## src/matrix_pkg.sv

```systemverilog
package matrix_pkg;

    // Panel geometry
    localparam int PANEL_COLUMNS   = 64;
    localparam int PANEL_ROW_PAIRS = 16; // Row r and r+16 lit together
    localparam int BIT_PLANES      = 6;

    // Serial line, clk_root cycles per bit
    localparam int UART_TICKS_PER_BIT = 65;

    // Scan timing in clk_root cycles
    localparam int PIXEL_PERIOD = 8;
    localparam int OE_UNIT      = 16; // Plane p lit for OE_UNIT << p

    typedef logic [15:0] pixel_t;      // RGB565, red on top
    typedef logic [7:0]  byte_t;
    typedef logic [11:0] byte_addr_t;  // Even byte is the high half
    typedef logic [10:0] pixel_addr_t; // row * 64 + column
    typedef logic [5:0]  column_t;
    typedef logic [3:0]  row_t;
    typedef logic [2:0]  rgb_t;        // Red bit 0, green bit 1, blue bit 2
    typedef logic [5:0]  plane_mask_t;

endpackage

```

## src/framebuffer_fetch.sv

```systemverilog
`timescale 1ns/1ps

module framebuffer_fetch (
    input  logic                    clk_root,
    input  logic                    reset,
    input  logic                    pixel_load_start,
    input  matrix_pkg::column_t     column_address,
    input  matrix_pkg::row_t        row_address,
    output matrix_pkg::pixel_addr_t ram_address,
    input  matrix_pkg::pixel_t      ram_data,
    output matrix_pkg::pixel_t      rgb565_top,
    output matrix_pkg::pixel_t      rgb565_bottom
);

    // Step 1 reads top, step 2 catches top, step 3 presents both
    logic [1:0]         step;
    matrix_pkg::pixel_t top_hold;

    always_ff @(posedge clk_root) begin
        if (reset) begin
            step <= '0;
        end else if (pixel_load_start) begin
            step <= 2'd1;
        end else if (step != 2'd0) begin
            step <= step + 2'd1; // Back to idle after 3
        end
    end

    always_ff @(posedge clk_root) begin
        if (pixel_load_start) begin
            ram_address <= {1'b0, row_address, column_address};
        end else if (step == 2'd1) begin
            ram_address <= {1'b1, ram_address[9:0]}; // Row + 16
        end

        if (step == 2'd2) begin
            top_hold <= ram_data;
        end

        // Both halves change on the same edge
        if (step == 2'd3) begin
            rgb565_top    <= top_hold;
            rgb565_bottom <= ram_data;
        end
    end

endmodule

```

## config.mk

```make
export PLATFORM = sky130hd
export DESIGN_NAME = framebuffer_fetch
export DESIGN_NICKNAME = d
export VERILOG_FILES = /design/src/matrix_pkg.sv /design/src/framebuffer_fetch.sv
export SDC_FILE = /design/constraint.sdc
export NUM_CORES = 1
export LEC_CHECK = 0
export ABC_AREA = 1
export BUFFER_PORTS_ARGS = -buffer_cell sky130_fd_sc_hd__buf_4
export CAP_MARGIN = 20
export CORE_UTILIZATION = 43
export CTS_CLUSTER_SIZE = 10
export DETAILED_ROUTE_END_ITERATION = 12
export PLACE_DENSITY = 0.74
export SLEW_MARGIN = 10
export SYNTH_ARGS = -nofsm -noshare
export SYNTH_HDL_FRONTEND = slang
export SYNTH_SLANG_ARGS = --single-unit
```

## constraint.sdc

```tcl
create_clock -name clk_root -period 1.5 [get_ports clk_root]
set_input_delay 0.3 -clock clk_root [delete_from_list [all_inputs] [get_ports clk_root]]
set_output_delay 0.3 -clock clk_root [all_outputs]
set_load 0.01 [all_outputs]
```

; After elaboration in Yosys (flattened, before gate mapping)
; Cells that the tools add are included.
[totals]
output_inout_bits = 43
register_bits = 61
wordCells = 17
[op_classes]
n_reduce_logical = 3
muxes = 3
eq_ne = 3
add_sub_neg = 1
[ops]
columns = op, count
row1 = $mux 10, 1
row2 = $eq 2x2->1 const B, 2
row3 = $reduce_bool 2->1, 2
row4 = $add 2x1->2 const B, 1
row5 = $eq 2x1->1 const B, 1
row6 = $mux 1, 2
row7 = $reduce_or 2->1, 1

; Depth between registers and ports, before layout
[depth]
depth_word = 3
mapped_depth = 7

; Worst setup path before layout
; OpenSTA, ideal clock, no wires.
[synth_path]
path_type = register to register
startpoint = reg step[0]
endpoint = reg rgb565_bottom[0] (enable)
period_less_slack_ps = 1595
path_stages_with_launch = 2
arrival_ps = 1203
t_required_ps = 1108
slack_ps = -95
path_cell_list = dfxtp_1 > ha_1
[synth_between]
elab_chain_cells = 1
[synth_lines]
columns = element, line_no
row1 = start: declaration, framebuffer_fetch.sv:16  ; logic [1:0] step;
row2 = start signal: assignment, framebuffer_fetch.sv:25  ; step <= step + 2'd1;
row3 = $eq 2x2->1, framebuffer_fetch.sv:41  ; if (step == 2'd3) begin
row4 = end signal: assignment, framebuffer_fetch.sv:43  ; rgb565_bottom <= ram_data;
row5 = end: declaration, framebuffer_fetch.sv:12  ; output matrix_pkg::pixel_t rgb565_bottom
; Every way passes these cells.
; A chain may end at the register's enable or synchronous reset.

; Worst setup path after layout
[layout_path]
startpoint = reg step[0]
endpoint = reg top_hold[7] (enable)
[layout_between]
elab_chain_cells = 1
[layout_lines]
columns = element, line_no
row1 = $eq 2x2->1, framebuffer_fetch.sv:36  ; if (step == 2'd2) begin
row2 = end signal: assignment, framebuffer_fetch.sv:37  ; top_hold <= ram_data;
row3 = end: declaration, framebuffer_fetch.sv:17  ; matrix_pkg::pixel_t top_hold;
; Every way passes these cells.

==> impl_metrics.toml <==
[outcome]
status = "finished clean"

[final_layout]
num_antenna_cells = 0
syn_to_final_growth_pct = 41.9
finalInstanceArea_um2 = 2720
drive_above_1_share_pct = 52.7
finish.net_count = 197

[detailed_routing]
drt-pass1-iter-count = 4
drc_errors = 0
wirelength_mm = 3.26
dr_total_vias = 1028
drtIter0Drc = 80
wire_per_inst_um = 14.9
viasPerCell = 4.69
antenna_left = 0

[die]
fp.dieH_um = 68.7
io_pins = 72
die_area_um2 = 4730
placeableCoreArea_um2 = 4140
dieWidth_um = 68.7
start_util_pct = 46.2
row_count = 23

[sta]
period_minus_slack_ps = 1250
skew_ps = 4.97
finalWorstSetupSlack_ps = 249
slew_viol_final = 0
period_share_pct = 83.4
rsz0062_at_grt = "false"
hold_viol = 0
timing.max_slew.rel_slack_pct = 73.4
fmax_ghz = 0.800
setup_violations = 0
worst_pin_slew_ps = 400

[clocking]
postCtsSetupBuffers = 0
cts_sinks = 61
cts_max_level = 3
cts_root_buf = "clkbuf_8"
cts_buffers = 9
cts.clk_slew.worst_paths_ps = 60
clk_path_buf_depth = 2
cts_tree = "built"
insertion_delay_ps = 310

[min_path]
hp-class = "in2reg"

[pwr]
switchingPower_mw = 0.671
power_density_nw_per_um2 = 1260
p_comb_share_pct = 5.0
swShare_pct = 19.6
vdd_drop_max_uv = 900
power_frac_clock_pct = 38.9
intPower_mw = 2.76
p_total_mw = 3.43
seqPwrFrac_pct = 56.1
cellLeakagePower_nw = 1.07

[critical_path]
crit_chain = "inv_1 > ha_2"
arrival_ps = 1220
start_kind = "flip-flop"
crit_buf_inv = 1
cp-end-kind = "flip-flop"
cp_max_fo = 16
cp_slowest_stage_delay_ps = 450
crit_type = "reg2reg"
cp.required_ps = 1470
cpLargestDelayFamily = "adder cells"
slowest_stage = "ha_2"

[placed_design]
dpl.hpwl_mm = 2.32
post-place-ws_ps = -23.0
gp_routability_congestion = 0.664
placed_area_um2 = 2530
port_buffers = 71

[global_routing]
grt_usage_pct = 14.4
grt_pass1_wl_mm = 4.50
grt_max_degree = 33
grt_overflow = 0
grt_pass1_vias = 1031
antenna_found_initial = 0

[synthesis]
yosysWarnings = 0
synth_nets = 114
yosys-top-cells-count = "edfxtp_1, nand2_1, ha_1, inv_1, dfxtp_1"
synth_seq_cells = 61
netlist_top_cells_area = "edfxtp_1, dfxtp_1, ha_1"
synth_cell_types = 10
synthFlopType = "edfxtp_1"
synth_top_area_cell = "edfxtp_1"
syn_inst = 81
seq_area_frac_synth_pct = 94.1
yosysTopAreaCellShare_pct = 90.9
async_flop_share_pct = 0
yosysMostFrequentCell = "edfxtp_1"
syn_area_um2 = 1920
synth_edf_count = 58
syn_area_per_cell_um2 = 23.6

[run]
drv_cap = 0
## worst register-to-register path, cell delays in order (launching register included)
cell and delay (ps):
dfxtp_1 340, inv_1 120, ha_2 450
## cells by family (layout without fill, tap and decap cells)
family	Yosys count	in the layout	synth area share (%)
flops	61	61	94.1
simple gates	9	9	1.83
buf+inv	6	94	1.24
fa+ha+maj	4	4	2.61
compound gates	1	1	0.261
## registers in the layout (all words and copies together), names as in the netlist
| signal | count |
|---|---|
| rgb565_top | 16 |
| step | 2 |
| top_hold | 16 |
| ram_address | 11 |
| rgb565_bottom | 16 |
## through the flow
stage / utilization, % / setup TNS (ps) / std cells / hold WS [ps]
2_1_floorplan: - / 0 / 81 / 372
3_3_place_gp: 61.1 / 0 / 203 / 402
3_5_place_dp: 61.1 / -356 / 203 / 405
4_1_cts: 65.6 / 0 / 219 / 147
5_1_grt: 65.6 / 0 / 219 / 144
6_report: 65.6 / 0 / 219 / 162
## metal layers
metal / global-route usage, % / vias up / share of wire [%]
met5: 0 / - / 0
met4: 6.89 / 0 / 1.1
met3: 7.40 / 4 / 12
met2: 24.3 / 66 / 50
met1: 14.7 / 488 / 37
li1: - / 470 / -
## timing repair
item,4_1_cts,5_1_grt
setup endpoints to repair,16,0
hold buffers,0,0
gates resized for setup,1,0
## layout make-up
cell class,instances,area [um^2]
sequential,61,1800
timing repair buffer,72,553
clock buffer,11,131
tap,50,62.6
fill,283,1430
inverter,6,23.8
multi-input combinational,14,95.1
clock inverter,5,51.3
## cells in the final DEF (no fill, tap or decap)
| cell type | instances |
|---|---|
| a21oi_1 | 1 |
| buf_12 | 1 |
| buf_4 | 71 |
| bufinv_16 | 1 |
| clkbuf_1 | 2 |
| clkbuf_8 | 9 |
| clkinv_1 | 1 |
| clkinv_2 | 3 |
| clkinvlp_4 | 1 |
| dfxtp_1 | 3 |
| edfxtp_1 | 58 |
| ha_1 | 2 |
| ha_2 | 2 |
| inv_1 | 4 |
| inv_2 | 1 |
| nand2_1 | 6 |
| nand3_1 | 1 |
| nor2_1 | 2 |
## path summary, 6_finish.rpt
path	start	endpoint	slack (ps)	depth (start not counted)
setup / recovery	step[0]	top_hold[7]	250	2
hold / removal	row_address[1]	ram_address[7]	160	1
setup reg to reg	step[0]	top_hold[7]	250	2
hold reg to reg	top_hold[7]	rgb565_top[7]	410	0
## power groups by stage
stage	combinational (mW)	sequential (mW)	clock, mW
6_report	0.172	1.92	1.34
5_1_grt	0.186	1.93	1.42
4_1_cts	0.175	1.93	1.36
3_5_place_dp	0.174	1.96	0
3_3_place_gp	0.164	1.96	0
2_1_floorplan	0.0286	1.98	0
Note: power is estimated with default switching activity, not from simulation.
