===== config.mk =====
export PLATFORM = sky130hd
export DESIGN_NAME = control_module
export DESIGN_NICKNAME = d
export VERILOG_FILES = /design/src/matrix_pkg.sv /design/src/control_module.sv
export SDC_FILE = /design/constraint.sdc
export NUM_CORES = 1
export LEC_CHECK = 0
export BUFFER_PORTS_ARGS = -buffer_cell sky130_fd_sc_hd__buf_2
export CORE_ASPECT_RATIO = 0.9
export CORE_MARGIN = 2
export CORE_UTILIZATION = 51
export DETAILED_ROUTE_END_ITERATION = 8
export GPL_TIMING_DRIVEN = 0
export HOLD_SLACK_MARGIN = 0.03
export PLACE_DENSITY = 0.74
export SYNTH_ARGS = -nofsm -noshare
export SYNTH_HDL_FRONTEND = slang
export SYNTH_SLANG_ARGS = --single-unit

===== constraint.sdc =====
create_clock -name clk_root -period 1.6 [get_ports clk_root]
set_input_delay 0.16 -clock clk_root [delete_from_list [all_inputs] [get_ports clk_root]]
set_output_delay 0.16 -clock clk_root [all_outputs]
set_load 0.05 [all_outputs]

===== src/matrix_pkg.sv =====
package matrix_pkg;

    // Panel geometry
    localparam int PANEL_COLUMNS   = 64;
    localparam int PANEL_ROW_PAIRS = 16; // Row r and r+16 lit together
    localparam int BIT_PLANES      = 6;

    // Serial line, clk_root cycles per bit
    localparam int UART_TICKS_PER_BIT = 65;

    // Scan timing in clk_root cycles
    localparam int PIXEL_PERIOD = 8;
    localparam int OE_UNIT      = 16; // Plane p lit for OE_UNIT << p

    typedef logic [15:0] pixel_t;      // RGB565, red on top
    typedef logic [7:0]  byte_t;
    typedef logic [11:0] byte_addr_t;  // Even byte is the high half
    typedef logic [10:0] pixel_addr_t; // row * 64 + column
    typedef logic [5:0]  column_t;
    typedef logic [3:0]  row_t;
    typedef logic [2:0]  rgb_t;        // Red bit 0, green bit 1, blue bit 2
    typedef logic [5:0]  plane_mask_t;

endpackage


===== src/control_module.sv =====
`timescale 1ns/1ps

module control_module (
    input  logic                    clk_root,
    input  logic                    reset,
    input  matrix_pkg::byte_t       rx_data,
    input  logic                    rx_valid,
    output matrix_pkg::byte_addr_t  ram_address,
    output matrix_pkg::byte_t       ram_data,
    output logic                    ram_write_enable,
    output matrix_pkg::rgb_t        rgb_enable,
    output matrix_pkg::plane_mask_t brightness_enable
);

    typedef enum logic [2:0] {
        PARSE_IDLE,
        PARSE_CHANNEL,
        PARSE_PLANE,
        PARSE_ROW,
        PARSE_PIXELS
    } parse_state_e;

    parse_state_e state;
    logic [4:0]   row_select;  // Panel row 0..31
    logic [6:0]   byte_count;  // Byte within the row, 2 per column

    always_ff @(posedge clk_root) begin
        if (reset) begin
            state             <= PARSE_IDLE;
            byte_count        <= '0;
            ram_write_enable  <= 1'b0;
            rgb_enable        <= '1;
            brightness_enable <= '1;
        end else begin
            ram_write_enable <= 1'b0;
            if (rx_valid) begin
                case (state)
                    PARSE_IDLE: begin
                        if (rx_data == "C") begin
                            state <= PARSE_CHANNEL;
                        end else if (rx_data == "B") begin
                            state <= PARSE_PLANE;
                        end else if (rx_data == "L") begin
                            state <= PARSE_ROW;
                        end
                        // Anything else is dropped
                    end
                    PARSE_CHANNEL: begin
                        rgb_enable <= rx_data[2:0];
                        state      <= PARSE_IDLE;
                    end
                    PARSE_PLANE: begin
                        brightness_enable <= rx_data[5:0];
                        state             <= PARSE_IDLE;
                    end
                    PARSE_ROW: begin
                        byte_count <= '0;
                        state      <= PARSE_PIXELS;
                    end
                    PARSE_PIXELS: begin
                        ram_write_enable <= 1'b1;
                        byte_count       <= byte_count + 7'd1;
                        if (byte_count == 7'd127) begin
                            state <= PARSE_IDLE; // Row complete
                        end
                    end
                    default: state <= PARSE_IDLE;
                endcase
            end
        end
    end

    // Write payload, qualified by ram_write_enable
    always_ff @(posedge clk_root) begin
        if (rx_valid && state == PARSE_ROW) begin
            row_select <= rx_data[4:0];
        end
        if (rx_valid && state == PARSE_PIXELS) begin
            ram_address <= {row_select, byte_count}; // row * 128 + byte
            ram_data    <= rx_data;
        end
    end

endmodule


; ---- Yosys cells after proc, flatten, opt, wreduce, memory -nomap -nowiden
; Cells that the tools add are included.
[totals]
reg_bits = 45
out_inout_bits = 30
[classes]
n_addsub = 1
n_eq_ne = 10
reduce_logical = 9
mux = 7
n_bitwise = 1
[op_table]
columns = op, count
row1 = "equality test 8 x 7 -> 1 bit, second input constant", 3
row2 = one-hot mux 7 bit (2 select lines), 1
row3 = two-way mux 3 bit, 4
row4 = one-hot mux 3 bit (3 select lines), 1
row5 = "adder 7 x 1 -> 7 bit, second input constant", 1
row6 = "equality test 7 bit, second input constant", 1
row7 = "equality test 3 x 2 -> 1 bit, second input constant", 2
row8 = AND reduction 2 bit, 3
row9 = "inequality test 4 bit, second input constant", 1
row10 = "equality test 3 x 1 -> 1 bit, second input constant", 1
row11 = "equality test 3 bit, second input constant", 1
row12 = zero test 3 bit, 1
row13 = AND reduction 3 bit, 1
row14 = logical AND 1 bit, 2
row15 = "inequality test 2 bit, second input constant", 1
row16 = nonzero test 2 bit, 1
row17 = OR reduction 2 bit, 1
row18 = two-way mux 1 bit, 1
row19 = inverter 1 bit, 1

; ---- Longest topological paths before layout
[depth]
word_depth = 5
mapped_depth = 5

; ---- Least setup slack after synthesis
; OpenSTA, ideal clock, no wires.
[synth_path]
path_type = register to register
startpoint = reg state[1]
endpoint = reg byte_count[5]
setup_time_ns = 0.117
path_buffers = 0
path_slack_ns = 0.217
arrival_time_ns = 1.266
path_stages_with_launch = 6
path_cell_list = dfxtp_1 -> nand4bb_4 -> inv_2 -> o2111ai_1 -> xor2_1 -> nor2_1
[synth_via]
elab_chain_cells = 3
word_cells_on_any_way = 5
cone_classes = eq/ne (2) / mux (1) / reduce/logical (2)
[synth_rtl]
columns = element, line
row1 = from (decl), control_module.sv:23  ; parse_state_e state;
row2 = from (signal assigned), control_module.sv:29  ; state <= PARSE_IDLE;
row3 = from (signal assigned), control_module.sv:40  ; state <= PARSE_CHANNEL;
row4 = from (signal assigned), control_module.sv:42  ; state <= PARSE_PLANE;
row5 = equality test 3 x 2 -> 1 bit / equality test 3 bit (equally long branches), control_module.sv:37  ; case (state)
row6 = nonzero test 2 bit (no source line), --
row7 = AND reduction 2 bit (no source line), --
row8 = to (signal assigned), control_module.sv:62  ; byte_count <= byte_count + 7'd1;
row9 = to (decl), control_module.sv:25  ; logic [6:0] byte_count;
; Parallel ways exist; a longest one is shown, timed or not.
; A chain may end at the register's enable or synchronous reset.

; ---- Final worst setup path
[layout_path]
startpoint = reg byte_count[1]
endpoint = reg byte_count[6]
[layout_via]
elab_chain_cells = 2
[layout_rtl]
columns = element, line
row1 = adder 7 x 1 -> 7 bit, control_module.sv:62
row2 = one-hot mux 7 bit (2 select lines), control_module.sv:37
; No other way between the ends.

==> flow_metrics.tcl <==
set metrics [dict create \
    critPathLaunchType "flop" \
    dpl.cell_count 198 \
    tns_ns 0 \
    setup_viol 0 \
    yosysWarningCount 0 \
    synth_nets 129 \
    drt_pass1_iterations 4 \
    fin_nets 180 \
    whs_path_depth 1 \
    numCtsBuffers 5 \
    switchingPower_uw 388 \
    crit_chain "ha_1, nand3_1, or4_1, a21oi_1" \
    finalHoldViolCount 0 \
    p_per_area_mw_per_mm2 948 \
    grt_overflow 0 \
    coreArea_mm2 0.00309 \
    die_y_um 58.2 \
    vias 1162 \
    skew_ns 0.00988 \
    synth.distinct_cells 35 \
    worstPathMaxFanout 5 \
    rsz0062_at_grt "no" \
    drive_gt1_share_pct 34.3 \
    yosysTopAreaCellShare_pct 45.1 \
    leakage_nw 0.770 \
    path_buf_inv 0 \
    clockBufferDepth 2 \
    drv_cap 0 \
    peakVddDrop_mv 0.774 \
    htreeDepth 2 \
    synth-seq-cells 45 \
    outcome "completed" \
    period_share_pct 93.6 \
    track_usage_pct 17.6 \
    crit_slowest_cell "or4_1" \
    critPathKind "flop to flop" \
    synth.most_common_cell "edfxtp_1" \
    instances_no_fill 211 \
    routed_via_density 5.51 \
    placed_area_mm2 0.00191 \
    drc_errors 0 \
    synth_common_cells "25 x edfxtp_1, 20 x dfxtp_1, 10 x nor2_1" \
    worstHoldStart "rx_data[1]" \
    comb_power_share_pct 3.3 \
    clk_pin_slew_worst_paths_ns 0.13 \
    holdPathEnd "row_select[1]" \
    hold_class "input port to flop" \
    reg2regPathDepth 4 \
    hpwlAfterDp_mm 2.03 \
    grt_pass1_wl_mm 4.89 \
    grt_pass1_vias 1024 \
    crit_required_ns 1.89 \
    worst_pin_slew_ns 0.395 \
    die_w_um 64.2 \
    postSynthAreaPerCell_um2 14.2 \
    fin_util_pct 66.6 \
    slew-limit-headroom_pct 73.3 \
    r2r_end "byte_count[6]" \
    synth_area_mm2 0.00166 \
    ys_top_cells_by_area "edfxtp_1 45%, dfxtp_1 24%, a211o_1 4.7%" \
    antenna_found_initial 0 \
    async_flop_share_pct 0 \
    clock-sinks 45 \
    p_clk_share_pct 34.5 \
    internal_power_mw 1.56 \
    syn_inst 117 \
    area_growth_pct 23.8 \
    synth_edf_count 25 \
    die_area_mm2 0.00374 \
    layout_min_cycle_time_ns 1.50 \
    slew_violations 0 \
    grt_max_degree 26 \
    fmax_mhz 668 \
    synth_ff_type "edfxtp_1" \
    drt_iter0_markers 67 \
    r2r-start "byte_count[1]" \
    diodes 0 \
    io_buffers 39 \
    cp-end-kind "flop" \
    gp_congestion 0.828 \
    num_rows 19 \
    cpPeakStageDelay_ns 0.49 \
    routedWlPerCell_um 14.7 \
    reg2reg_slack_ns 0.10 \
    stdcell_area_mm2 0.00206 \
    cts_root_buffer "clkbuf_4" \
    start_util_pct 53.8 \
    route.final.wire_length_mm 3.10 \
    ios 41 \
    arrival_ns 1.79 \
    p_seq_share_pct 62.2 \
    yosys.area.top_type "edfxtp_1" \
    clk_latency_ns 0.35 \
    cts_tree "done" \
    ys_seq_area_share_pct 69.2 \
    drtAntennaViolNets 0 \
    cp_top_family "simple AND/OR/NAND/NOR gates" \
    switching_share_pct 19.9 \
]
## sequential cells by signal (all words and copies together), names as in the netlist
signal             cells
ram_address           12
row_select             5
ram_data               8
state                  3
byte_count             7
ram_write_enable       1
brightness_enable      6
rgb_enable             3
## power by group through the flow
stage	sequential, mW	clock [mW]	combinational [mW]
after global routing	1.21	0.729	0.0697
after global placement	1.24	0	0.0493
final	1.21	0.674	0.0647
after CTS	1.21	0.681	0.0571
after detailed placement	1.24	0	0.0517
after floorplan	1.24	0	0.0193
## worst max path at each step
| stage | start | endpoint | cells after the start |
|---|---|---|---|
| 6_report | byte_count[1] | byte_count[6] | 4 |
| 5_1_grt | byte_count[1] | byte_count[6] | 4 |
| 4_1_cts | state[2] | byte_count[5] | 5 |
| 3_5_place_dp | state[2] | byte_count[5] | 5 |
| 3_3_place_gp | state[1] | byte_count[5] | 5 |
| 2_1_floorplan | state[1] | byte_count[5] | 5 |
## per-layer routing
layer	vias up	track usage, %	part of all wire [%]
met5	-	0	0
met4	0	6.69	2.1
met3	8	6.80	7.3
met2	53	27.4	47
met1	549	22.7	44
li1	552	-	-
## layout make-up
type | instances | area [um^2]
Buffer | 3 | 15.0
Clock buffer | 5 | 37.5
Clock inverter | 3 | 41.3
Fill cell | 247 | 1030
Inverter | 2 | 12.5
Multi-Input combinational cell | 67 | 503
Sequential cell | 45 | 1150
Tap cell | 42 | 52.6
Timing Repair Buffer | 44 | 245
## logic make-up after synthesis
logic type / Yosys count / synth area share, %
flops: 45 / 69.2
buf+inv: 5 / 1.35
simple gates: 36 / 14.7
fa+ha+maj: 1 / 0.752
compound gates: 26 / 11.9
xor+xnor: 4 / 2.11
## cells in the final DEF, fill, tap and decap left out, types with 2 or more instances in the layout
cell            n
and4bb_2        2
xor2_1          3
nor2b_1         9
a21oi_1         4
a31oi_1         2
clkbuf_4        5
a211o_1         9
nor2_1         10
and3_1          2
buf_2          42
o2111ai_1       2
nand2b_1        3
edfxtp_1       25
dfxtp_1        19
dlygate4sd3_1   5
## stage by stage
step | hold slack, ns | power (mW) | worst slack (ns)
4_1_cts | 0.0373 | 1.95 | 0.0642
5_1_grt | 0.0690 | 2.01 | 0.0148
6_report | 0.0840 | 1.95 | 0.103
2_1_floorplan | 0.259 | 1.26 | 0.217
3_5_place_dp | 0.354 | 1.29 | -0.00306
3_3_place_gp | 0.348 | 1.29 | 0.0409
## worst register-to-register path: cells and delay by family (launching register included)
family | cells | cell delay, ns
adder cells (fa/ha/maj) | 1 | 0.23
AND/OR/NAND/NOR | 2 | 0.64
AO/OA/AOI/OAI | 1 | 0.14
flip-flops | 1 | 0.43
## timing repair
action,CTS,global route
endpoints found under the setup margin,3,7
resized for setup,1,5
endpoints found under the hold margin,3,4
buffers inserted,0,0
hold buffers,3,2
Note: power is estimated with default switching activity, not from simulation.
