**config.mk**
```make
export PLATFORM = sky130hd
export DESIGN_NAME = pixel_split
export DESIGN_NICKNAME = d
export VERILOG_FILES = /design/src/matrix_pkg.sv /design/src/pixel_split.sv
export SDC_FILE = /design/constraint.sdc
export NUM_CORES = 1
export LEC_CHECK = 0
export ABC_AREA = 1
export BUFFER_PORTS_ARGS = -buffer_cell sky130_fd_sc_hd__buf_2
export CAP_MARGIN = 20
export CORE_AREA = 2 2 39 41
export DETAILED_ROUTE_END_ITERATION = 7
export DIE_AREA = 0 0 41 43
export PLACE_DENSITY = 0.55
export SKIP_LAST_GASP = 1
export SLEW_MARGIN = 30
export SYNTH_ARGS = -nofsm -noshare
export SYNTH_HDL_FRONTEND = slang
export SYNTH_SLANG_ARGS = --single-unit
```
**constraint.sdc**
```tcl
create_clock -name vclk -period 0.8
set_input_delay 0.16 -clock vclk [all_inputs]
set_output_delay 0.16 -clock vclk [all_outputs]
set_load 0.1 [all_outputs]
```
**src/matrix_pkg.sv**
```systemverilog
package matrix_pkg;

    // Panel geometry
    localparam int PANEL_COLUMNS   = 64;
    localparam int PANEL_ROW_PAIRS = 16; // Row r and r+16 lit together
    localparam int BIT_PLANES      = 6;

    // Serial line, clk_root cycles per bit
    localparam int UART_TICKS_PER_BIT = 65;

    // Scan timing in clk_root cycles
    localparam int PIXEL_PERIOD = 8;
    localparam int OE_UNIT      = 16; // Plane p lit for OE_UNIT << p

    typedef logic [15:0] pixel_t;      // RGB565, red on top
    typedef logic [7:0]  byte_t;
    typedef logic [11:0] byte_addr_t;  // Even byte is the high half
    typedef logic [10:0] pixel_addr_t; // row * 64 + column
    typedef logic [5:0]  column_t;
    typedef logic [3:0]  row_t;
    typedef logic [2:0]  rgb_t;        // Red bit 0, green bit 1, blue bit 2
    typedef logic [5:0]  plane_mask_t;

endpackage

```
**src/pixel_split.sv**
```systemverilog
`timescale 1ns/1ps

module pixel_split (
    input  matrix_pkg::pixel_t      pixel,
    input  matrix_pkg::plane_mask_t plane_mask,
    input  matrix_pkg::plane_mask_t brightness_enable,
    input  matrix_pkg::rgb_t        rgb_enable,
    output matrix_pkg::rgb_t        rgb
);

    matrix_pkg::plane_mask_t red6;
    matrix_pkg::plane_mask_t green6;
    matrix_pkg::plane_mask_t blue6;
    matrix_pkg::plane_mask_t active;

    // 5-bit channels get their MSB repeated as the new LSB
    assign red6   = {pixel[15:11], pixel[15]};
    assign green6 = pixel[10:5];
    assign blue6  = {pixel[4:0], pixel[4]};

    assign active = plane_mask & brightness_enable; // Empty when plane is disabled

    assign rgb[0] = rgb_enable[0] & |(red6 & active);
    assign rgb[1] = rgb_enable[1] & |(green6 & active);
    assign rgb[2] = rgb_enable[2] & |(blue6 & active);

endmodule

```
* After elaboration in Yosys (flattened, before gate mapping) *
Cells that the tools add are included.

operators by class
  bitwise gates (word level) = 7
  reduce and logical (&&, ||, !) cells = 3

operators by type and width
  kind                count
  6-bit AND           4
  6-bit OR reduction  3
  1-bit AND           3

storage, ports and cells
  bits in registers = 0
  input bits = 31
  output and inout bits = 3
  logic and storage cells = 10

* Logic depth before layout (Yosys ltp) *
Gate-level depths: netlist of the first run.

  depth in word-level cells = 4
  gate-level depth with buffers = 4
  gate-level depth less buffers = 4

* Least setup slack after synthesis of the first run *
Ideal clock, no wire load.

  path kind = input port to output port
  from = in plane_mask[5]
  to = out rgb[0]
  data arrival time = 1795 ps
  data required time = 640 ps
  slack = -1155 ps
  cell stages on the path = 4
  path through = nand2_1 > nand2_1 > nand2_1 > a21oi_1

on the way
  cells in the longest elaborated chain, start to end = 4

RTL lines
  item                RTL line           RTL
  from (decl)         pixel_split.sv:5   input matrix_pkg::plane_mask_t plane_mask,
  6-bit AND           pixel_split.sv:21  assign active = plane_mask & brightness_enable;
  6-bit AND           pixel_split.sv:23  assign rgb[0] = rgb_enable[0] & |(red6 & active);
  6-bit OR reduction  pixel_split.sv:23
  1-bit AND           pixel_split.sv:23
  to (decl)           pixel_split.sv:8   output matrix_pkg::rgb_t rgb

Every way passes these cells.

* Final worst setup path of the first run *
  from = in brightness_enable[2]
  to = out rgb[1]

on the way
  cells in the longest elaborated chain, start to end = 4

RTL lines
  item                RTL line           RTL
  from (decl)         pixel_split.sv:6   input matrix_pkg::plane_mask_t brightness_enable,
  6-bit AND           pixel_split.sv:21
  6-bit AND           pixel_split.sv:24  assign rgb[1] = rgb_enable[1] & |(green6 & active);
  6-bit OR reduction  pixel_split.sv:24
  1-bit AND           pixel_split.sv:24

Every way passes these cells.

==> impl_metrics.toml, run 1 <==
[clock_network]
post-cts-setup-buffers = 0
cts_hold_buf = 0

[synth]
yosys_warnings = 0
syn_area_um2 = 156
ys_seq_area_frac = 0
syn_area_per_cell_um2 = 4.34
yosysTopAreaCellShare = 0.448
yosys-top-cells-area = "nand3_1 (45%), nand2_1 (29%), a21oi_1 (9.6%)"
synth_area_leader_cell = "nand3_1"
synth_cell_types = 5
synthCells = 36
syn_nets = 67

[pwr]
combPwrFrac = 1.000
power.clock.fraction = 0
p_seq_frac = 0
p_total_w = 0.000505
sw_frac_of_total = 0.500
p_leak_nw = 0.348
powerDensity_mw_per_mm2 = 663
p_sw_w = 0.000252
ir_drop_mv = 0.418
power.internal_w = 0.000252

[finish]
regArea_um2 = 0
fin_nets = 103
num-fill-cells = 135
final_cells = 86
layout_commonest_cell = "buf_6"
area_growth_pct = 386
drive_gt1_frac = 0.929
layout_common_cells = "buf_6 (12), buf_2 (11), nand3_2 (9)"
multiInputGateArea_um2 = 355
seq_cell_count = 0
clock_buffers = 0
antenna_cells = 0

[floorplan]
ios = 34
num_rows = 14
design.core.area_mm2 = 0.00138
die-area_mm2 = 0.00176
initial_core_util = 0.113
die_width_um = 41
die_h_um = 43

[place]
dp_slack_ns = -0.210
place_inst = 86
io_buffers = 34
place_hpwl_um = 655
place_congestion = 0.553

[timing]
setup_tns_ns = -0.411
period_minus_slack_ns = 0.946
setup_violations = 3
whs_ns = 0.691
finalCritPeriodShare = 1.18
slew_viol_final = 0
hold_viol_final = 0
fmax_ghz = 1.06
setup_ws_ns = -0.146
slew_headroom = 0.915
worstMarginPinSlew_ns = 0.127
rsz0062_at_grt = "yes"

[job]
cap_viol_max_count = 0

[worst_setup_path]
worstPathArrival_ns = 0.79
path_buf_inv = 2
cp_max_fo = 3
worstSetupStartpoint = "brightness_enable[2]"
startpoint_type = "input port"
cp_cell_sequence = "buf_6, nand3_2, nand2_2, nor2_4, a21oi_4, buf_12"
cp-end-kind = "output pin"
crit_type = "input port to output pin"
cpMaxStageDelayCell = "buf_12"
required_ns = 0.64
path_delay_family = "buffers and inverters"
slowest_delay_ns = 0.19

[grt]
grt_pass1_vias = 337
gr-usage-met1 = 0.104
grtUsageTotal = 0.103
grt_busiest_layer = "met2"
use_met2 = 0.219
grt_start_max_net_pins = 4
overflow = 0
antenna_found_initial = 0
use_met3 = 0
grt_pass1_wl_mm = 1.30

[detailed_routing]
finalWirelength_um = 882
ant_nets = 0
firstDrtPassIters = 1
routed_via_density = 4.31
drc = 0
drt_iter0_drc = 0
routedWlPerCell_um = 10.3
num_vias = 371

[run_status]
status = "complete, but fails checks"
violations = "setup timing"

[worst_hold_path]
hp-class = "input port to output pin"
holdCritStartpoint = "rgb_enable[1]"
## layout make-up
type | count | area share
inverters | 4 | 0.0197
multi-input cells | 32 | 0.467
well taps | 16 | 0.0263
repair buffers | 34 | 0.487
## per-stage QoR
stage | area (µm²) | util
2_1_floorplan | 260 | -
3_3_place_gp | 495 | 0.358
3_5_place_dp | 495 | 0.358
4_1_cts | 688 | 0.497
5_1_grt | 761 | 0.550
6_report | 761 | 0.550
## Yosys cell counts
master   number
nor2_1        3
nand2_1      12
inv_1         4
a21oi_1       3
nand3_1      14
## repair_timing
item	4_1_cts	5_1_grt
hold endpoints to repair	0	0
setup endpoints to repair	3	3
cloned	0	0
gates resized for setup	48	14
pin swaps	22	9
## power by group through the flow
stage	clock network [W]	logic (W)	registers [W]
after global placement	0	0.000363	0
after floorplan	0	0.000195	0
after detailed placement	0	0.000366	0
final	0	0.000505	0
after CTS	0	0.000467	0
after global routing	0	0.000529	0
## per-layer routing
metal	up-vias	wire length [µm]
met5	-	0
li1	189	-
met1	162	243
met2	20	552
met4	0	0
met3	0	87
## kinds of logic after synthesis
kind of cell    Yosys count  share of synthesized area
simple gates             29                      0.808
buf+inv                   4                     0.0960
compound gates            3                     0.0960
## path summary, 6_finish.rpt
check      to  slack, ns  depth (start not counted)
min    rgb[1]       0.69                          4
max    rgb[1]      -0.15                          6
Power figures use the tool's default switching activity.
==> run 2, diff against run 1 <==
--- a/config.mk
+++ b/config.mk
@@ -5,13 +5,13 @@
 export SDC_FILE = /design/constraint.sdc
 export NUM_CORES = 1
 export LEC_CHECK = 0
-export ABC_AREA = 1
+export ABC_AREA = 0
 export BUFFER_PORTS_ARGS = -buffer_cell sky130_fd_sc_hd__buf_2
 export CAP_MARGIN = 20
 export CORE_AREA = 2 2 39 41
 export DETAILED_ROUTE_END_ITERATION = 7
 export DIE_AREA = 0 0 41 43
-export PLACE_DENSITY = 0.55
+export PLACE_DENSITY = 0.53
 export SKIP_LAST_GASP = 1
 export SLEW_MARGIN = 30
 export SYNTH_ARGS = -nofsm -noshare
==> impl_metrics.toml, run 2 <==
[synth]
muxShareOfSynthArea = 0
syn_nets = 50
syn_area_um2 = 126
yosys_warnings = 0
ys_seq_area_frac = 0
synth_fa_ha_area_frac = 0
synth_most_common_cell = "a32oi_1"
synth_top_family_by_area = "compound AO/OA/AOI/OAI gates"
synth_area_leader_cell = "a32oi_1"
yosys-top-cells-area = "a32oi_1 (42%), a31oi_1 (20%), inv_1 (8.9%)"
synth_cell_types = 8
synthCells = 19
synth-compound-area-share = 0.683
yosysTopAreaCellShare = 0.416
yosys-top-cells-count = "a32oi_1 (6), a31oi_1 (4), inv_1 (3)"
syn_area_per_cell_um2 = 6.65
synth_xor_area_frac = 0
yosys.area_share.simple = 0.228

[grt]
grt_pass1_vias = 310
grt_start_max_net_pins = 4
antenna_found_initial = 0
overflow = 0
grt_pass1_wl_mm = 1.16
grtUsageTotal = 0.0919

[pwr]
p_leak_nw = 0.236
combPwrFrac = 1.000
p_sw_w = 0.000212
p_seq_frac = 0
sw_frac_of_total = 0.536
power.internal_w = 0.000183
ir_drop_mv = 0.179
powerDensity_mw_per_mm2 = 738
power.clock.fraction = 0

[finish]
regArea_um2 = 0
antenna_cells = 0
final_cells = 73
seq_cell_count = 0
area_growth_pct = 323
drive_gt1_frac = 0.877
final_util = 0.386
fin_nets = 90
fin_area_um2 = 534
clock_buffers = 0
layout_commonest_cell = "buf_2"

[timing]
slew_headroom = 0.852
period_minus_slack_ns = 1.15
fmax_ghz = 0.866
setup_tns_ns = -0.906
setup_ws_ns = -0.354
setup_violations = 3
finalCritPeriodShare = 1.44
rsz0062_at_grt = "yes"
hold_viol_final = 0
worstMarginPinSlew_ns = 0.222
slew_viol_final = 0

[detailed_routing]
routedWlPerCell_um = 10.6
finalWirelength_um = 771
drt_iter0_drc = 0
firstDrtPassIters = 1
num_vias = 323
routed_via_density = 4.42
drc = 0
ant_nets = 0

[floorplan]
design.core.area_mm2 = 0.00138
initial_core_util = 0.0913
ios = 34
die_h_um = 43
die-area_mm2 = 0.00176
die_width_um = 41
num_rows = 14

[place]
io_buffers = 34
place_hpwl_um = 634
place_inst = 73
placed_area_um2 = 422
place_congestion = 0.614

[worst_setup_path]
cpMostUsedCell = "buf_6"
startpoint_type = "input port"
cpMaxStageDelayCell = "buf_12"
cp_cell_sequence = "buf_6, and2_4, buf_6, a32oi_4, a31oi_4, buf_12"
required_ns = 0.64
cp_max_fo = 3
worstPathArrival_ns = 0.99
cp-end-kind = "output pin"
slowest_delay_ns = 0.18
crit_type = "input port to output pin"

[worst_hold_path]
hold_depth = 4
hp-class = "input port to output pin"
holdCritStartpoint = "rgb_enable[2]"
worstHoldEndpoint = "rgb[2]"

[run_status]
violations = "setup timing"
status = "complete, but fails checks"

[job]
cap_viol_max_count = 0
run 2: metal layers:
layer,track usage,wire length (µm),vias to the layer above
li1,-,-,159
met1,0.0949,249,141
met2,0.191,420,23
met4,0,0,0
met5,0,0,-
met3,0.00524,101,0
run 2: cell families (layout without fill, tap and decap cells):
family | after synthesis | in the layout
compound gates | 11 | 11
buf+inv | 3 | 41
simple gates | 5 | 5
run 2: worst max-delay path by stage:
stage | from | end | slack, ns | cells past startpoint
after floorplan | plane_mask[0] | rgb[0] | -0.37 | 3
after global placement | plane_mask[0] | rgb[0] | -0.48 | 5
after detailed placement | plane_mask[0] | rgb[0] | -0.48 | 5
after CTS | brightness_enable[4] | rgb[1] | -0.36 | 6
after global routing | brightness_enable[4] | rgb[1] | -0.39 | 6
final | brightness_enable[4] | rgb[1] | -0.35 | 6
run 2: area by class of cell:
cell class / count / area, µm²
repair buffers: 38 / 255
fillers: 143 / 850
multi-input cells: 16 / 248
well taps: 16 / 20.0
inverters: 3 / 11.3
run 2: what timing repair did:
item | 4_1_cts | 5_1_grt
endpoints found under the setup margin | 3 | 3
hold buffers | 0 | 0
resized for setup | 14 | 3
pin swaps | 6 | 3
setup buffers | 0 | 0
endpoints found under the hold margin | 0 | 0
run 2: power groups by stage:
| stage | registers, W | clock network (W) | logic, W |
|---|---|---|---|
| 3_5_place_dp | 0 | 0 | 0.000322 |
| 3_3_place_gp | 0 | 0 | 0.000321 |
| 2_1_floorplan | 0 | 0 | 0.000175 |
| 6_report | 0 | 0 | 0.000394 |
| 5_1_grt | 0 | 0 | 0.000417 |
| 4_1_cts | 0 | 0 | 0.000379 |
run 2: worst max-delay path: cells and delay by family:
| kind | cells | cell delay [ns] |
|---|---|---|
| simple gates | 1 | 0.16 |
| buf+inv | 3 | 0.39 |
| compound gates | 2 | 0.29 |
run 2: metrics by stage:
step / power, W / worst slack [ns] / hold slack [ns]
3_5_place_dp: 0.000322 / -0.481 / 0.700
5_1_grt: 0.000417 / -0.388 / 0.709
4_1_cts: 0.000379 / -0.361 / 0.699
2_1_floorplan: 0.000175 / -0.366 / 0.518
3_3_place_gp: 0.000321 / -0.480 / 0.698
6_report: 0.000394 / -0.354 / 0.695
