--- src/matrix_pkg.sv ---
package matrix_pkg;

    // Panel geometry
    localparam int PANEL_COLUMNS   = 64;
    localparam int PANEL_ROW_PAIRS = 16; // Row r and r+16 lit together
    localparam int BIT_PLANES      = 6;

    // Serial line, clk_root cycles per bit
    localparam int UART_TICKS_PER_BIT = 65;

    // Scan timing in clk_root cycles
    localparam int PIXEL_PERIOD = 8;
    localparam int OE_UNIT      = 16; // Plane p lit for OE_UNIT << p

    typedef logic [15:0] pixel_t;      // RGB565, red on top
    typedef logic [7:0]  byte_t;
    typedef logic [11:0] byte_addr_t;  // Even byte is the high half
    typedef logic [10:0] pixel_addr_t; // row * 64 + column
    typedef logic [5:0]  column_t;
    typedef logic [3:0]  row_t;
    typedef logic [2:0]  rgb_t;        // Red bit 0, green bit 1, blue bit 2
    typedef logic [5:0]  plane_mask_t;

endpackage

--- src/uart_rx.sv ---
`timescale 1ns/1ps

module uart_rx (
    input  logic              clk_root,
    input  logic              reset,
    input  logic              uart_rx,
    output matrix_pkg::byte_t rx_data,
    output logic              rx_valid,
    output logic              rx_running
);

    typedef enum logic [2:0] {
        RX_IDLE,
        RX_START,
        RX_DATA,
        RX_STOP,
        RX_TAIL
    } rx_state_e;

    rx_state_e         state;
    logic [1:0]        line_sync;
    logic              line_prev;
    logic [6:0]        tick_count;
    logic [2:0]        bit_count;
    matrix_pkg::byte_t shift_reg;
    logic              tick_half;
    logic              tick_full;
    logic              tick_tail;

    assign tick_half = tick_count == 7'(matrix_pkg::UART_TICKS_PER_BIT / 2 - 1);
    assign tick_full = tick_count == 7'(matrix_pkg::UART_TICKS_PER_BIT - 1);
    // Tail ends a little early so a back-to-back start bit is seen
    assign tick_tail = tick_count == 7'(matrix_pkg::UART_TICKS_PER_BIT / 2 - 4);

    // Two-flop synchroniser, line idles high
    always_ff @(posedge clk_root) begin
        if (reset) begin
            line_sync <= 2'b11;
            line_prev <= 1'b1;
        end else begin
            line_sync <= {line_sync[0], uart_rx};
            line_prev <= line_sync[1];
        end
    end

    always_ff @(posedge clk_root) begin
        if (reset) begin
            state      <= RX_IDLE;
            tick_count <= '0;
            bit_count  <= '0;
            rx_valid   <= 1'b0;
        end else begin
            rx_valid   <= 1'b0;
            tick_count <= tick_count + 7'd1;
            case (state)
                RX_IDLE: begin
                    tick_count <= '0;
                    if (line_prev && !line_sync[1]) begin
                        state <= RX_START; // Falling edge
                    end
                end
                RX_START: begin
                    if (tick_half) begin
                        tick_count <= '0;
                        bit_count  <= '0;
                        state      <= line_sync[1] ? RX_IDLE : RX_DATA; // Glitch check
                    end
                end
                RX_DATA: begin
                    if (tick_full) begin
                        tick_count <= '0;
                        bit_count  <= bit_count + 3'd1;
                        if (bit_count == 3'd7) begin
                            state <= RX_STOP;
                        end
                    end
                end
                RX_STOP: begin
                    if (tick_full) begin
                        tick_count <= '0;
                        rx_valid   <= line_sync[1]; // Low stop bit drops the byte
                        state      <= RX_TAIL;
                    end
                end
                RX_TAIL: begin
                    if (tick_tail) begin
                        state <= RX_IDLE;
                    end
                end
                default: state <= RX_IDLE;
            endcase
        end
    end

    // LSB first
    always_ff @(posedge clk_root) begin
        if (state == RX_DATA && tick_full) begin
            shift_reg <= {line_sync[1], shift_reg[7:1]};
        end
        if (state == RX_STOP && tick_full && line_sync[1]) begin
            rx_data <= shift_reg;
        end
    end

    assign rx_running = state != RX_IDLE;

endmodule

--- config.mk ---
export PLATFORM = sky130hd
export DESIGN_NAME = uart_rx
export DESIGN_NICKNAME = d
export VERILOG_FILES = /design/src/matrix_pkg.sv /design/src/uart_rx.sv
export SDC_FILE = /design/constraint.sdc
export NUM_CORES = 1
export LEC_CHECK = 0
export BUFFER_PORTS_ARGS = -buffer_cell sky130_fd_sc_hd__buf_2
export CORE_MARGIN = 4
export CORE_UTILIZATION = 61
export DETAILED_ROUTE_END_ITERATION = 10
export PLACE_DENSITY = 0.82
export SETUP_SLACK_MARGIN = 0.2
export SYNTH_ARGS = -nofsm -noshare
export SYNTH_HDL_FRONTEND = slang
export SYNTH_SLANG_ARGS = --single-unit
export TNS_END_PERCENT = 5
--- constraint.sdc ---
create_clock -name clk_root -period 4 [get_ports clk_root]
set_clock_uncertainty 0.15 [all_clocks]
set_input_delay 0.4 -clock clk_root [delete_from_list [all_inputs] [get_ports clk_root]]
set_output_delay 0.4 -clock clk_root [all_outputs]
set_load 0.01 [all_outputs]
== Word-level counts from Yosys, hierarchy flattened ==
Index checks and enable logic that the tools add are counted.
Widths: inputs -> output; s select.

* Flip-flop bits (word level): 33
* Latch bits: 0
* Memory bits (writable): 0
* Bits in read-only memories: 0
* Input bits: 3
* Output and inout port bits: 10
* Word-level logic and storage cells: 52
* Memories kept: 0

* $add $sub $neg: 2
* $mul: 0
* Div/mod/pow operators: 0
* Order comparisons: 0
* Equality and inequality tests: 14
* Shift-type cells: 0
* Mux-type cells: 14
* Bitwise gates (word level): 2
* Reduce and logical (&&, ||, !) cells: 12

{| class="wikitable"
|+ Operator list
! cell !! number
|-
| $mux 3 || 8
|-
| $pmux 7 s3 || 1
|-
| $pmux 3 s5 || 1
|-
| $eq 7x5->1 const B || 2
|-
| $mux 7 || 2
|-
| $ne 2x2->1 const B || 6
|-
| $add 7x1->7 const B || 1
|-
| $eq 7x7->1 const B || 1
|-
| $eq 3x2->1 const B || 2
|-
| $eq 3x3->1 const B || 2
|-
| $pmux 3 s2 || 1
|-
| $reduce_and 6->1 || 1
|-
| $logic_and 1x1->1 || 4
|-
| $add 3x1->3 const B || 1
|-
| $eq 3x1->1 const B || 1
|-
| $logic_not 3->1 || 1
|-
| $reduce_and 3->1 || 1
|-
| $reduce_bool 3->1 || 1
|-
| $reduce_or 3->1 || 1
|-
| $mux 2 || 1
|-
| $not 1->1 || 2
|-
| $reduce_bool 2->1 || 1
|-
| $reduce_or 2->1 || 1
|-
| $logic_not 1->1 || 1
|}

== Logic depth before layout (Yosys ltp) ==
Gate-level depths: netlist (run 1).

* Word-level depth: 4
* Gate-level depth with buffers: 7
* Mapped depth without buffers: 7

== Worst setup path before layout (run 1) ==
No wires, ideal clock.

* Path kind: reg2reg
* From: register tick_count[2]
* To: register bit_count[0]
* Setup time: 0.072 ns
* Arrival time: 1.653 ns
* Data required time: 3.778 ns
* Path slack: 2.126 ns
* Stages on the path, launching flop included: 6
* Path buffers: 0
* Clock period less this slack: 1.874 ns
* Cells stage by stage: dfxtp_1 -> nor4b_1 -> nand3_1 -> nor3_2 -> a21o_2 -> mux2i_1

* Cells in the longest elaborated chain, start to end: 3
* Elaborated cells between the ends (all ways): 5
* Those cells by class: eq/ne (4); reduce/logical (1)

{| class="wikitable"
|+ RTL lines
! item !! RTL line !! text
|-
| start: declaration || uart_rx.sv:23 || <nowiki>logic [6:0] tick_count;</nowiki>
|-
| start signal: assignment || uart_rx.sv:54 || <nowiki>tick_count <= tick_count + 7'd1;</nowiki>
|-
| $eq 7x7->1 or $eq 7x5->1 (tied branches) || uart_rx.sv:31, uart_rx.sv:30 ||
|-
| $ne 2x2->1 (no line) || - ||
|-
| $reduce_and 3->1 (no line) * || - ||
|-
| end signal: assignment || uart_rx.sv:72 || <nowiki>bit_count <= bit_count + 3'd1;</nowiki>
|-
| end: declaration || uart_rx.sv:24 || <nowiki>logic [2:0] bit_count;</nowiki>
|}

Mark *: on every way between the ends. The rest lies on a longest branch, timed or not.
A chain may end at the register's enable or synchronous reset.

== Final worst setup path (run 1) ==
Same ends and word-level chain as after synthesis.

==> flow_metrics.env, run 1 <==
export IMPL_status="finished, final reports clean"
export IMPL_syn_to_final_growth_pct=9.28
export IMPL_cpMaxStageDelayCell="nor3_2"
export IMPL_hold_viol=0
export IMPL_critPathArrivalTime_ns=2.31
export IMPL_antenna_found_initial=0
export IMPL_post_cts_buffers=0
export IMPL_worst_slack_ns=1.81
export IMPL_first_pass_iters=4
export IMPL_die_x_um=55
export IMPL_place_hpwl_mm=1.70
export IMPL_min_period_ns=2.19
export IMPL_numCtsBuffers=5
export IMPL_worst_path_largest_cell_delay_ns=0.55
export IMPL_postSynthAreaPerCell_um2=11.6
export IMPL_syn_instance_count=116
export IMPL_cts_max_level=2
export IMPL_fin_area_mm2=0.00147
export IMPL_drive_gt1_frac=0.220
export IMPL_crit_path_max_fanout=9
export IMPL_cp_required_ns=4.12
export IMPL_report_final_slew_viol_count=0
export IMPL_place_worst_setup_slack_ns=1.82
export IMPL_io_pins=13
export IMPL_end_kind="flip-flop"
export IMPL_maxCapViolCount=0
export IMPL_synth_area_mm2=0.00135
export IMPL_grt_pass1_wl_mm=3.97
export IMPL_routed_wl_mm=2.35
export IMPL_start_util=0.666
export IMPL_gr_usage_all_layers=0.195
export IMPL_ctsHoldBuffers=0
export IMPL_synth_seq_cells=33
export IMPL_tightest_slew_ns=0.651
export IMPL_multi_input_area_um2=487
export IMPL_cts_sinks=33
export IMPL_drt_iter0_markers=37
export IMPL_finalCritPeriodShare=0.547
export IMPL_antenna_cells=0
export IMPL_slew_headroom=0.560
export IMPL_gp_congestion=0.828
export IMPL_utilization=0.728
export IMPL_grt_pass1_vias=859
export IMPL_core_region_area_mm2=0.00202
export IMPL_syn_nets=123
export IMPL_fillers=145
export IMPL_dpl_cell_area_mm2=0.00142
export IMPL_num_vias=882
export IMPL_grt_max_degree=16
export IMPL_startpoint_type="flip-flop"
export IMPL_synth_cell_types=34
export IMPL_p_total_uw=644
export IMPL_regArea_um2=821
export IMPL_num_rows=16
export IMPL_p_per_area_mw_per_mm2=437
export IMPL_power_leakage_uw=0.000547
export IMPL_cts_root_buf="clkbuf_4"
export IMPL_worstPathCellList="nor4b_1, nand3_1, nor3_2, a21o_2, mux2i_1"
export IMPL_cts_max_path_buffers=2
export IMPL_portBuffers=12
export IMPL_setup_tns_ns=0
export IMPL_yosysWarnings=0
export IMPL_fp_dieH_um=55
export IMPL_ant_nets=0
export IMPL_synth_seq_area_share=0.609
export IMPL_cts_resized=0
export IMPL_cts_tree="built"
export IMPL_grt_overflow=0
export IMPL_worst_setup_path_type="reg2reg"
export IMPL_fin_nets=138
export IMPL_fmax_mhz=457
export IMPL_clk_pin_slew_ns=0.09
export IMPL_hp_class="in2reg"
export IMPL_max_vdd_ir_drop_mv=0.286
export IMPL_setup_viol=0
export IMPL_vias_per_cell=5.55
export IMPL_die_area_mm2=0.00303
export IMPL_rsz0062_at_grt="no"
export IMPL_clock_latency_ns=0.34
export IMPL_drc=0
export IMPL_routedWlPerCell_um=14.8
-- path summary, 6_finish.rpt --
check / startpoint / end / slack [ns] / depth (start not counted)
max reg2reg: tick_count[2]$_SDFF_PP0_ / bit_count[0]$_SDFFE_PP0P_ / 1.81 / 5
min reg2reg: line_sync[0]$_SDFF_PP1_ / line_sync[1]$_SDFF_PP1_ / 0.27 / 1
min: uart_rx / line_sync[0]$_SDFF_PP1_ / 0.09 / 2
max: tick_count[2]$_SDFF_PP0_ / bit_count[0]$_SDFFE_PP0P_ / 1.81 / 5
-- cells in the mapped netlist --
master    count  share of area
a21oi_1       1         0.0037
a31oi_1       1         0.0046
nor3_2        1         0.0074
nor4_1        1         0.0046
or3_1         1         0.0046
or4b_4        1          0.010
xnor2_1       3          0.020
nor3b_1       1         0.0056
nand3_1       5          0.019
inv_1         6          0.017
nand2_1       6          0.017
xor2_1        2          0.013
o31ai_1       2          0.011
nor3_1        3          0.011
nand2b_1      6          0.028
or2_2         3          0.014
a21o_2        2          0.013
o21ai_1       1         0.0037
nor2b_1       1         0.0046
buf_2         2         0.0074
a211o_2       1         0.0074
clkbuf_1      2         0.0056
dfxtp_1      17           0.25
o21bai_2      1         0.0084
and3_2        2          0.011
o31a_1        1         0.0065
mux2i_1       3          0.022
nor2_1       13          0.036
o21ai_0       3          0.011
nor4b_1       2          0.013
nand4_1       1         0.0046
edfxtp_1     16           0.36
o31ai_2       1         0.0093
ha_1          4          0.037
-- per-stage QoR --
| step | hold slack, ns | instances |
|---|---|---|
| floorplan | 0.239 | 116 |
| global placement | 0.243 | 151 |
| detailed placement | 0.249 | 151 |
| CTS | 0.0835 | 159 |
| global route | 0.0926 | 159 |
| finish | 0.0903 | 159 |
-- cells in the final DEF, fill, tap and decap left out, drive strengths merged, types with 2 or more instances in the layout --
cell and count:
a21o 2, and3 2, buf 12, clkbuf 7
dfxtp 17, edfxtp 16, ha 4, inv 6
mux2i 3, nand2 6, nand2b 6, nand3 5
nor2 13, nor3 4, nor4b 2, o21ai 4
o31ai 3, or2 3, xnor2 3, xor2 2
-- routing by layer --
layer  part of all wire  vias up  GRT usage  routed length, µm
met3              0.080        4     0.0724                189
met2               0.50       36      0.319               1180
met4             0.0081        0     0.0850                 19
met5                  0        -          0                  0
li1                   -      439          -                  -
met1               0.41      403      0.228                964
-- logic make-up after synthesis --
family,count (synthesis),synth area share
buf+inv,10,0.0297
xor+xnor,5,0.0325
mux,3,0.0223
fa+ha+maj,4,0.0371
compound gates,14,0.0789
flops,33,0.609
simple gates,47,0.190
-- area by class of cell --
class | instances | area share
clock inverter | 1 | 0.00255
multi-input combinational | 73 | 0.331
clock buffer | 7 | 0.0306
tap | 27 | 0.0229
inverter | 6 | 0.0153
timing repair buffer | 12 | 0.0408
sequential | 33 | 0.557
-- where the power goes --
part / switching (µW) / internal, µW
logic: 60.5 / 36.0
registers: 16.0 / 360
clock network: 105 / 67.4
total: 181 / 463
-- critical path, delay by kind of cell (launching register included) --
| family | cells | cell delay, ns |
|---|---|---|
| simple gates | 3 | 1.22 |
| flops | 1 | 0.37 |
| compound gates | 1 | 0.22 |
| mux | 1 | 0.18 |
Note: power is estimated with default switching activity, not from simulation.
==> run 2: changes to the inputs <==
--- a/config.mk
+++ b/config.mk
@@ -7,9 +7,9 @@
 export LEC_CHECK = 0
 export BUFFER_PORTS_ARGS = -buffer_cell sky130_fd_sc_hd__buf_2
 export CORE_MARGIN = 4
-export CORE_UTILIZATION = 61
+export CORE_UTILIZATION = 56
 export DETAILED_ROUTE_END_ITERATION = 10
-export PLACE_DENSITY = 0.82
+export PLACE_DENSITY = 0.76
 export SETUP_SLACK_MARGIN = 0.2
 export SYNTH_ARGS = -nofsm -noshare
 export SYNTH_HDL_FRONTEND = slang
==> constraint.sdc (replaced) <==
create_clock -name clk_root -period 2.2 [get_ports clk_root]
set_clock_uncertainty 0.15 [all_clocks]
set_input_delay 0.22 -clock clk_root [delete_from_list [all_inputs] [get_ports clk_root]]
set_output_delay 0.22 -clock clk_root [all_outputs]
set_load 0.01 [all_outputs]
==> flow_metrics.env, run 2 (synthesis gave the netlist of run 1 again) <==
export IMPL_worstPathCellList="nor4b_1, nand3_1, nor3_2, buf_4"
export IMPL_status="finished, final reports clean"
export IMPL_fin_nets=142
export IMPL_start_util=0.598
export IMPL_numCtsBuffers=5
export IMPL_routed_wl_mm=2.19
export IMPL_critPathArrivalTime_ns=1.69
export IMPL_core_region_area_mm2=0.00225
export IMPL_min_period_ns=1.78
export IMPL_gr_usage_all_layers=0.154
export IMPL_grt_pass1_wl_mm=3.74
export IMPL_multi_input_area_um2=487
export IMPL_clk_pin_slew_ns=0.10
export IMPL_clock_latency_ns=0.33
export IMPL_tightest_slew_ns=0.438
export IMPL_die_area_mm2=0.00326
export IMPL_drc=0
export IMPL_io_pins=13
export IMPL_max_vdd_ir_drop_mv=0.560
export IMPL_place_worst_setup_slack_ns=0.428
export IMPL_grt_pass1_vias=851
export IMPL_setup_viol=0
export IMPL_cpMaxStageDelayCell="nor4b_1"
export IMPL_maxCapViolCount=0
export IMPL_cp_top_family="simple AND/OR/NAND/NOR gates"
export IMPL_slew_headroom=0.705
export IMPL_report_final_slew_viol_count=0
export IMPL_cts_resized=0
export IMPL_cts_max_level=2
export IMPL_place_inst=155
export IMPL_first_pass_iters=4
export IMPL_crit_buf_inv=1
export IMPL_portBuffers=12
export IMPL_utilization=0.669
export IMPL_num_vias=879
export IMPL_rsz0062_at_grt="no"
export IMPL_worst_path_largest_cell_delay_ns=0.40
export IMPL_cts_sinks=33
export IMPL_power_leakage_uw=0.000573
export IMPL_fillers=186
export IMPL_grt_max_degree=16
export IMPL_finalCritPeriodShare=0.811
export IMPL_drt_iter0_markers=23
export IMPL_setup_tns_ns=0
export IMPL_final_cell_mix="dfxtp_1, edfxtp_1, nor2_1, buf_2"
export IMPL_routedWlPerCell_um=13.4
export IMPL_drive_gt1_frac=0.250
export IMPL_end_kind="flip-flop"
export IMPL_hold_viol=0
export IMPL_antenna_found_initial=0
export IMPL_fp_dieH_um=57.1
export IMPL_ant_nets=0
export IMPL_p_per_area_mw_per_mm2=770
export IMPL_die_x_um=57.1
export IMPL_cts_root_buf="clkbuf_4"
export IMPL_hold_ws_ns=0.0780
export IMPL_worst_slack_ns=0.416
export IMPL_worst_setup_path_type="reg2reg"
export IMPL_place_hpwl_mm=1.64
export IMPL_cp_required_ns=2.10
export IMPL_gp_congestion=0.863
export IMPL_cts_max_path_buffers=2
export IMPL_grt_overflow=0
export IMPL_num_rows=17
export IMPL_vias_per_cell=5.36
export IMPL_crit_path_max_fanout=8
export IMPL_stdcell_count=164
export IMPL_cts_tree="built"
export IMPL_final_common_cell="dfxtp_1"
export IMPL_antenna_cells=0
export IMPL_regArea_um2=821
export IMPL_startpoint_type="flip-flop"
export IMPL_hp_class="in2reg"
export IMPL_fmax_mhz=560
export IMPL_syn_to_final_growth_pct=12.0
-- run 2: timing repair --
action / in CTS / in global routing
endpoints found under the hold margin: 1 / 0
buffers inserted: 0 / 0
hold buffers: 1 / 0
-- run 2: where the power goes --
group | internal, µW | total (µW) | switching (µW)
Clock | 121 | 313 | 192
Combinational | 65.4 | 168 | 102
Sequential | 654 | 682 | 27.9
Total | 841 | 1160 | 322
-- run 2: path summary, 6_finish.rpt --
check                                start  depth (start not counted)                       to  slack (ns)
setup / recovery  tick_count[2]$_SDFF_PP0_                          4   shift_reg[7]$_DFFE_PP_        0.42
hold / removal                       reset                          2    state[2]$_SDFFE_PP0P_        0.08
setup reg to reg  tick_count[2]$_SDFF_PP0_                          4   shift_reg[7]$_DFFE_PP_        0.42
hold reg to reg    line_sync[0]$_SDFF_PP1_                          1  line_sync[1]$_SDFF_PP1_        0.27
-- run 2: cell type report --
class,instances,share of cell area
inverter,6,0.0149
tap,28,0.0232
multi-input combinational,73,0.323
clock inverter,2,0.00663
timing repair buffer,16,0.0614
clock buffer,6,0.0274
sequential,33,0.544
-- run 2: worst register-to-register path: cells and delay by family (launching register included) --
family	cells	cell delay, ns
simple gates	3	0.80
buf+inv	1	0.20
flops	1	0.37
-- run 2: layer usage --
| metal | track usage | vias up | wire length, µm |
|---|---|---|---|
| met2 | 0.256 | 17 | 1110 |
| li1 | - | 445 | - |
| met4 | 0.109 | 0 | 83 |
| met3 | 0.0475 | 10 | 94 |
| met5 | 0 | - | 0 |
| met1 | 0.164 | 407 | 909 |
-- run 2: stage by stage --
step / power, µW / cell area, µm²
floorplan: 823 / 1350
global placement: 856 / 1450
detailed placement: 862 / 1450
CTS: 1170 / 1510
global route: 1230 / 1510
finish: 1160 / 1510
==> run 3: changes to the inputs <==
--- a/config.mk
+++ b/config.mk
@@ -7,9 +7,9 @@
 export LEC_CHECK = 0
 export BUFFER_PORTS_ARGS = -buffer_cell sky130_fd_sc_hd__buf_2
 export CORE_MARGIN = 4
-export CORE_UTILIZATION = 56
+export CORE_UTILIZATION = 51
 export DETAILED_ROUTE_END_ITERATION = 10
-export PLACE_DENSITY = 0.76
+export PLACE_DENSITY = 0.73
 export SETUP_SLACK_MARGIN = 0.2
 export SYNTH_ARGS = -nofsm -noshare
 export SYNTH_HDL_FRONTEND = slang
==> constraint.sdc (replaced) <==
create_clock -name clk_root -period 1.6 [get_ports clk_root]
set_clock_uncertainty 0.15 [all_clocks]
set_input_delay 0.16 -clock clk_root [delete_from_list [all_inputs] [get_ports clk_root]]
set_output_delay 0.16 -clock clk_root [all_outputs]
set_load 0.01 [all_outputs]
==> flow_metrics.env, run 3 (synthesis gave the netlist of run 1 again) <==
export IMPL_drc=0
export IMPL_gr_usage_all_layers=0.165
export IMPL_die_x_um=59.4
export IMPL_worst_slack_ns=-0.128
export IMPL_numCtsBuffers=5
export IMPL_final_common_cell="edfxtp_1"
export IMPL_maxCapViolCount=0
export IMPL_cts_tree="built"
export IMPL_cts_max_path_buffers=2
export IMPL_first_pass_iters=4
export IMPL_min_period_ns=1.73
export IMPL_routedWlPerCell_um=13.9
export IMPL_p_sw_uw=442
export IMPL_failed_checks="setup timing"
export IMPL_cpMaxStageDelayCell="or4b_4"
export IMPL_num_vias=951
export IMPL_p_clk_frac=0.252
export IMPL_tightest_slew_ns=0.307
export IMPL_drive_gt1_frac=0.392
export IMPL_p_comb_frac=0.170
export IMPL_end_kind="flip-flop"
export IMPL_hold_viol=0
export IMPL_crit_path_max_fanout=6
export IMPL_die_area_mm2=0.00353
export IMPL_num_rows=18
export IMPL_clock_latency_ns=0.32
export IMPL_path_common_cell="o21ai_1"
export IMPL_p_per_area_mw_per_mm2=962
export IMPL_routed_wl_mm=2.47
export IMPL_antenna_cells=0
export IMPL_gp_congestion=0.791
export IMPL_cts_root_buf="clkbuf_4"
export IMPL_place_hpwl_mm=1.83
export IMPL_final_cell_mix="edfxtp_1, nor2_1, buf_2, buf_4, dfxtp_1"
export IMPL_hold_ws_ns=0.0567
export IMPL_post_cts_buffers=0
export IMPL_portBuffers=12
export IMPL_worst_setup_path_type="reg2reg"
export IMPL_worst_path_largest_cell_delay_ns=0.54
export IMPL_internal_power_uw=1190
export IMPL_cts_sinks=33
export IMPL_setup_viol=29
export IMPL_syn_to_final_growth_pct=25.9
export IMPL_rsz0062_at_grt="yes"
export IMPL_max_vdd_ir_drop_mv=0.649
export IMPL_drt_iter0_markers=32
export IMPL_cts_max_level=2
export IMPL_start_util=0.539
export IMPL_grt_pass1_wl_mm=4.21
export IMPL_cp_required_ns=1.65
export IMPL_swShare=0.271
export IMPL_worstPathCellList="or4b_4, o21ai_1, o21ai_1, o21bai_2, nor2_1"
export IMPL_finalCritPeriodShare=1.08
export IMPL_hp_class="in2reg"
export IMPL_report_final_slew_viol_count=0
export IMPL_stdcell_count=178
export IMPL_fp_dieH_um=59.4
export IMPL_clk_pin_slew_ns=0.09
export IMPL_io_pins=13
export IMPL_pwr_share_seq=0.578
export IMPL_grt_overflow=0
export IMPL_grt_max_degree=16
export IMPL_grt_pass1_vias=951
export IMPL_vias_per_cell=5.34
export IMPL_fin_nets=154
export IMPL_fmax_mhz=579
export IMPL_critPathArrivalTime_ns=1.78
export IMPL_slew_headroom=0.795
export IMPL_startpoint_type="flip-flop"
export IMPL_ant_nets=0
export IMPL_core_region_area_mm2=0.00250
export IMPL_place_inst=169
export IMPL_antenna_found_initial=0
export IMPL_power_leakage_uw=0.000643
export IMPL_status="finished with violations"
run 3: changes by cell type in the layout (fill, tap and decap cells not counted), sizes merged:
cell / before / now
buf: 15 / 27
clkbuf: 6 / 7
clkinv: 2 / 1
run 3: final timing paths:
kind,from,to,slack [ns],depth (start not counted)
worst max register to register,tick_count[2]$_SDFF_PP0_,tick_count[3]$_SDFF_PP0_,-0.13,5
worst max-delay path,tick_count[2]$_SDFF_PP0_,tick_count[3]$_SDFF_PP0_,-0.13,5
worst min register to register,line_sync[0]$_SDFF_PP1_,line_sync[1]$_SDFF_PP1_,0.27,1
worst min-delay path,reset,rx_valid$_SDFF_PP0_,0.06,2
run 3: cell type report:
class                   count  area, µm²
inverters                   6       22.5
clock inverters             1       3.75
fillers                   175        803
well taps                  30       37.5
repair buffers             28        211
multi-input cells          73        544
flip-flops and latches     33        832
clock buffers               7       45.0
run 3: per-stage QoR:
step | TNS [ns] | util | total power (µW) | area [µm²] | worst slack, ns
6_report | -2.63 | 0.679 | 1630 | 1700 | -0.128
5_1_grt | -4.97 | 0.679 | 1730 | 1700 | -0.224
4_1_cts | -3.35 | 0.675 | 1640 | 1690 | -0.164
3_5_place_dp | -4.15 | 0.640 | 1210 | 1600 | -0.198
3_3_place_gp | -2.89 | 0.640 | 1200 | 1600 | -0.128
2_1_floorplan | -1.57 | - | 1140 | 1380 | -0.135
run 3: per-layer routing:
metal	global-route usage	wire length, µm
met5	0	0
met2	0.293	1290
met3	0.0610	143
met1	0.169	972
met4	0.0777	65
run 3: worst max-delay path, delay by kind of cell, from the launching register on:
family	cells	cell delay (ns)
AO/OA/AOI/OAI	3	0.48
AND/OR/NAND/NOR	2	0.63
flip-flops	1	0.35
run 3: timing repair:
item                       in CTS  in global routing
gates resized for setup        10                  3
pin swaps                       5                  2
hold endpoints to repair        1                  0
setup endpoints to repair      31                 31
hold buffers                    1                  0
run 3: power by group through the flow:
stage	Combinational (µW)	Clock (µW)	Sequential [µW]
after global routing	307	476	948
after global placement	253	0	952
after detailed placement	259	0	953
after CTS	274	429	938
after floorplan	214	0	926
final	278	411	943
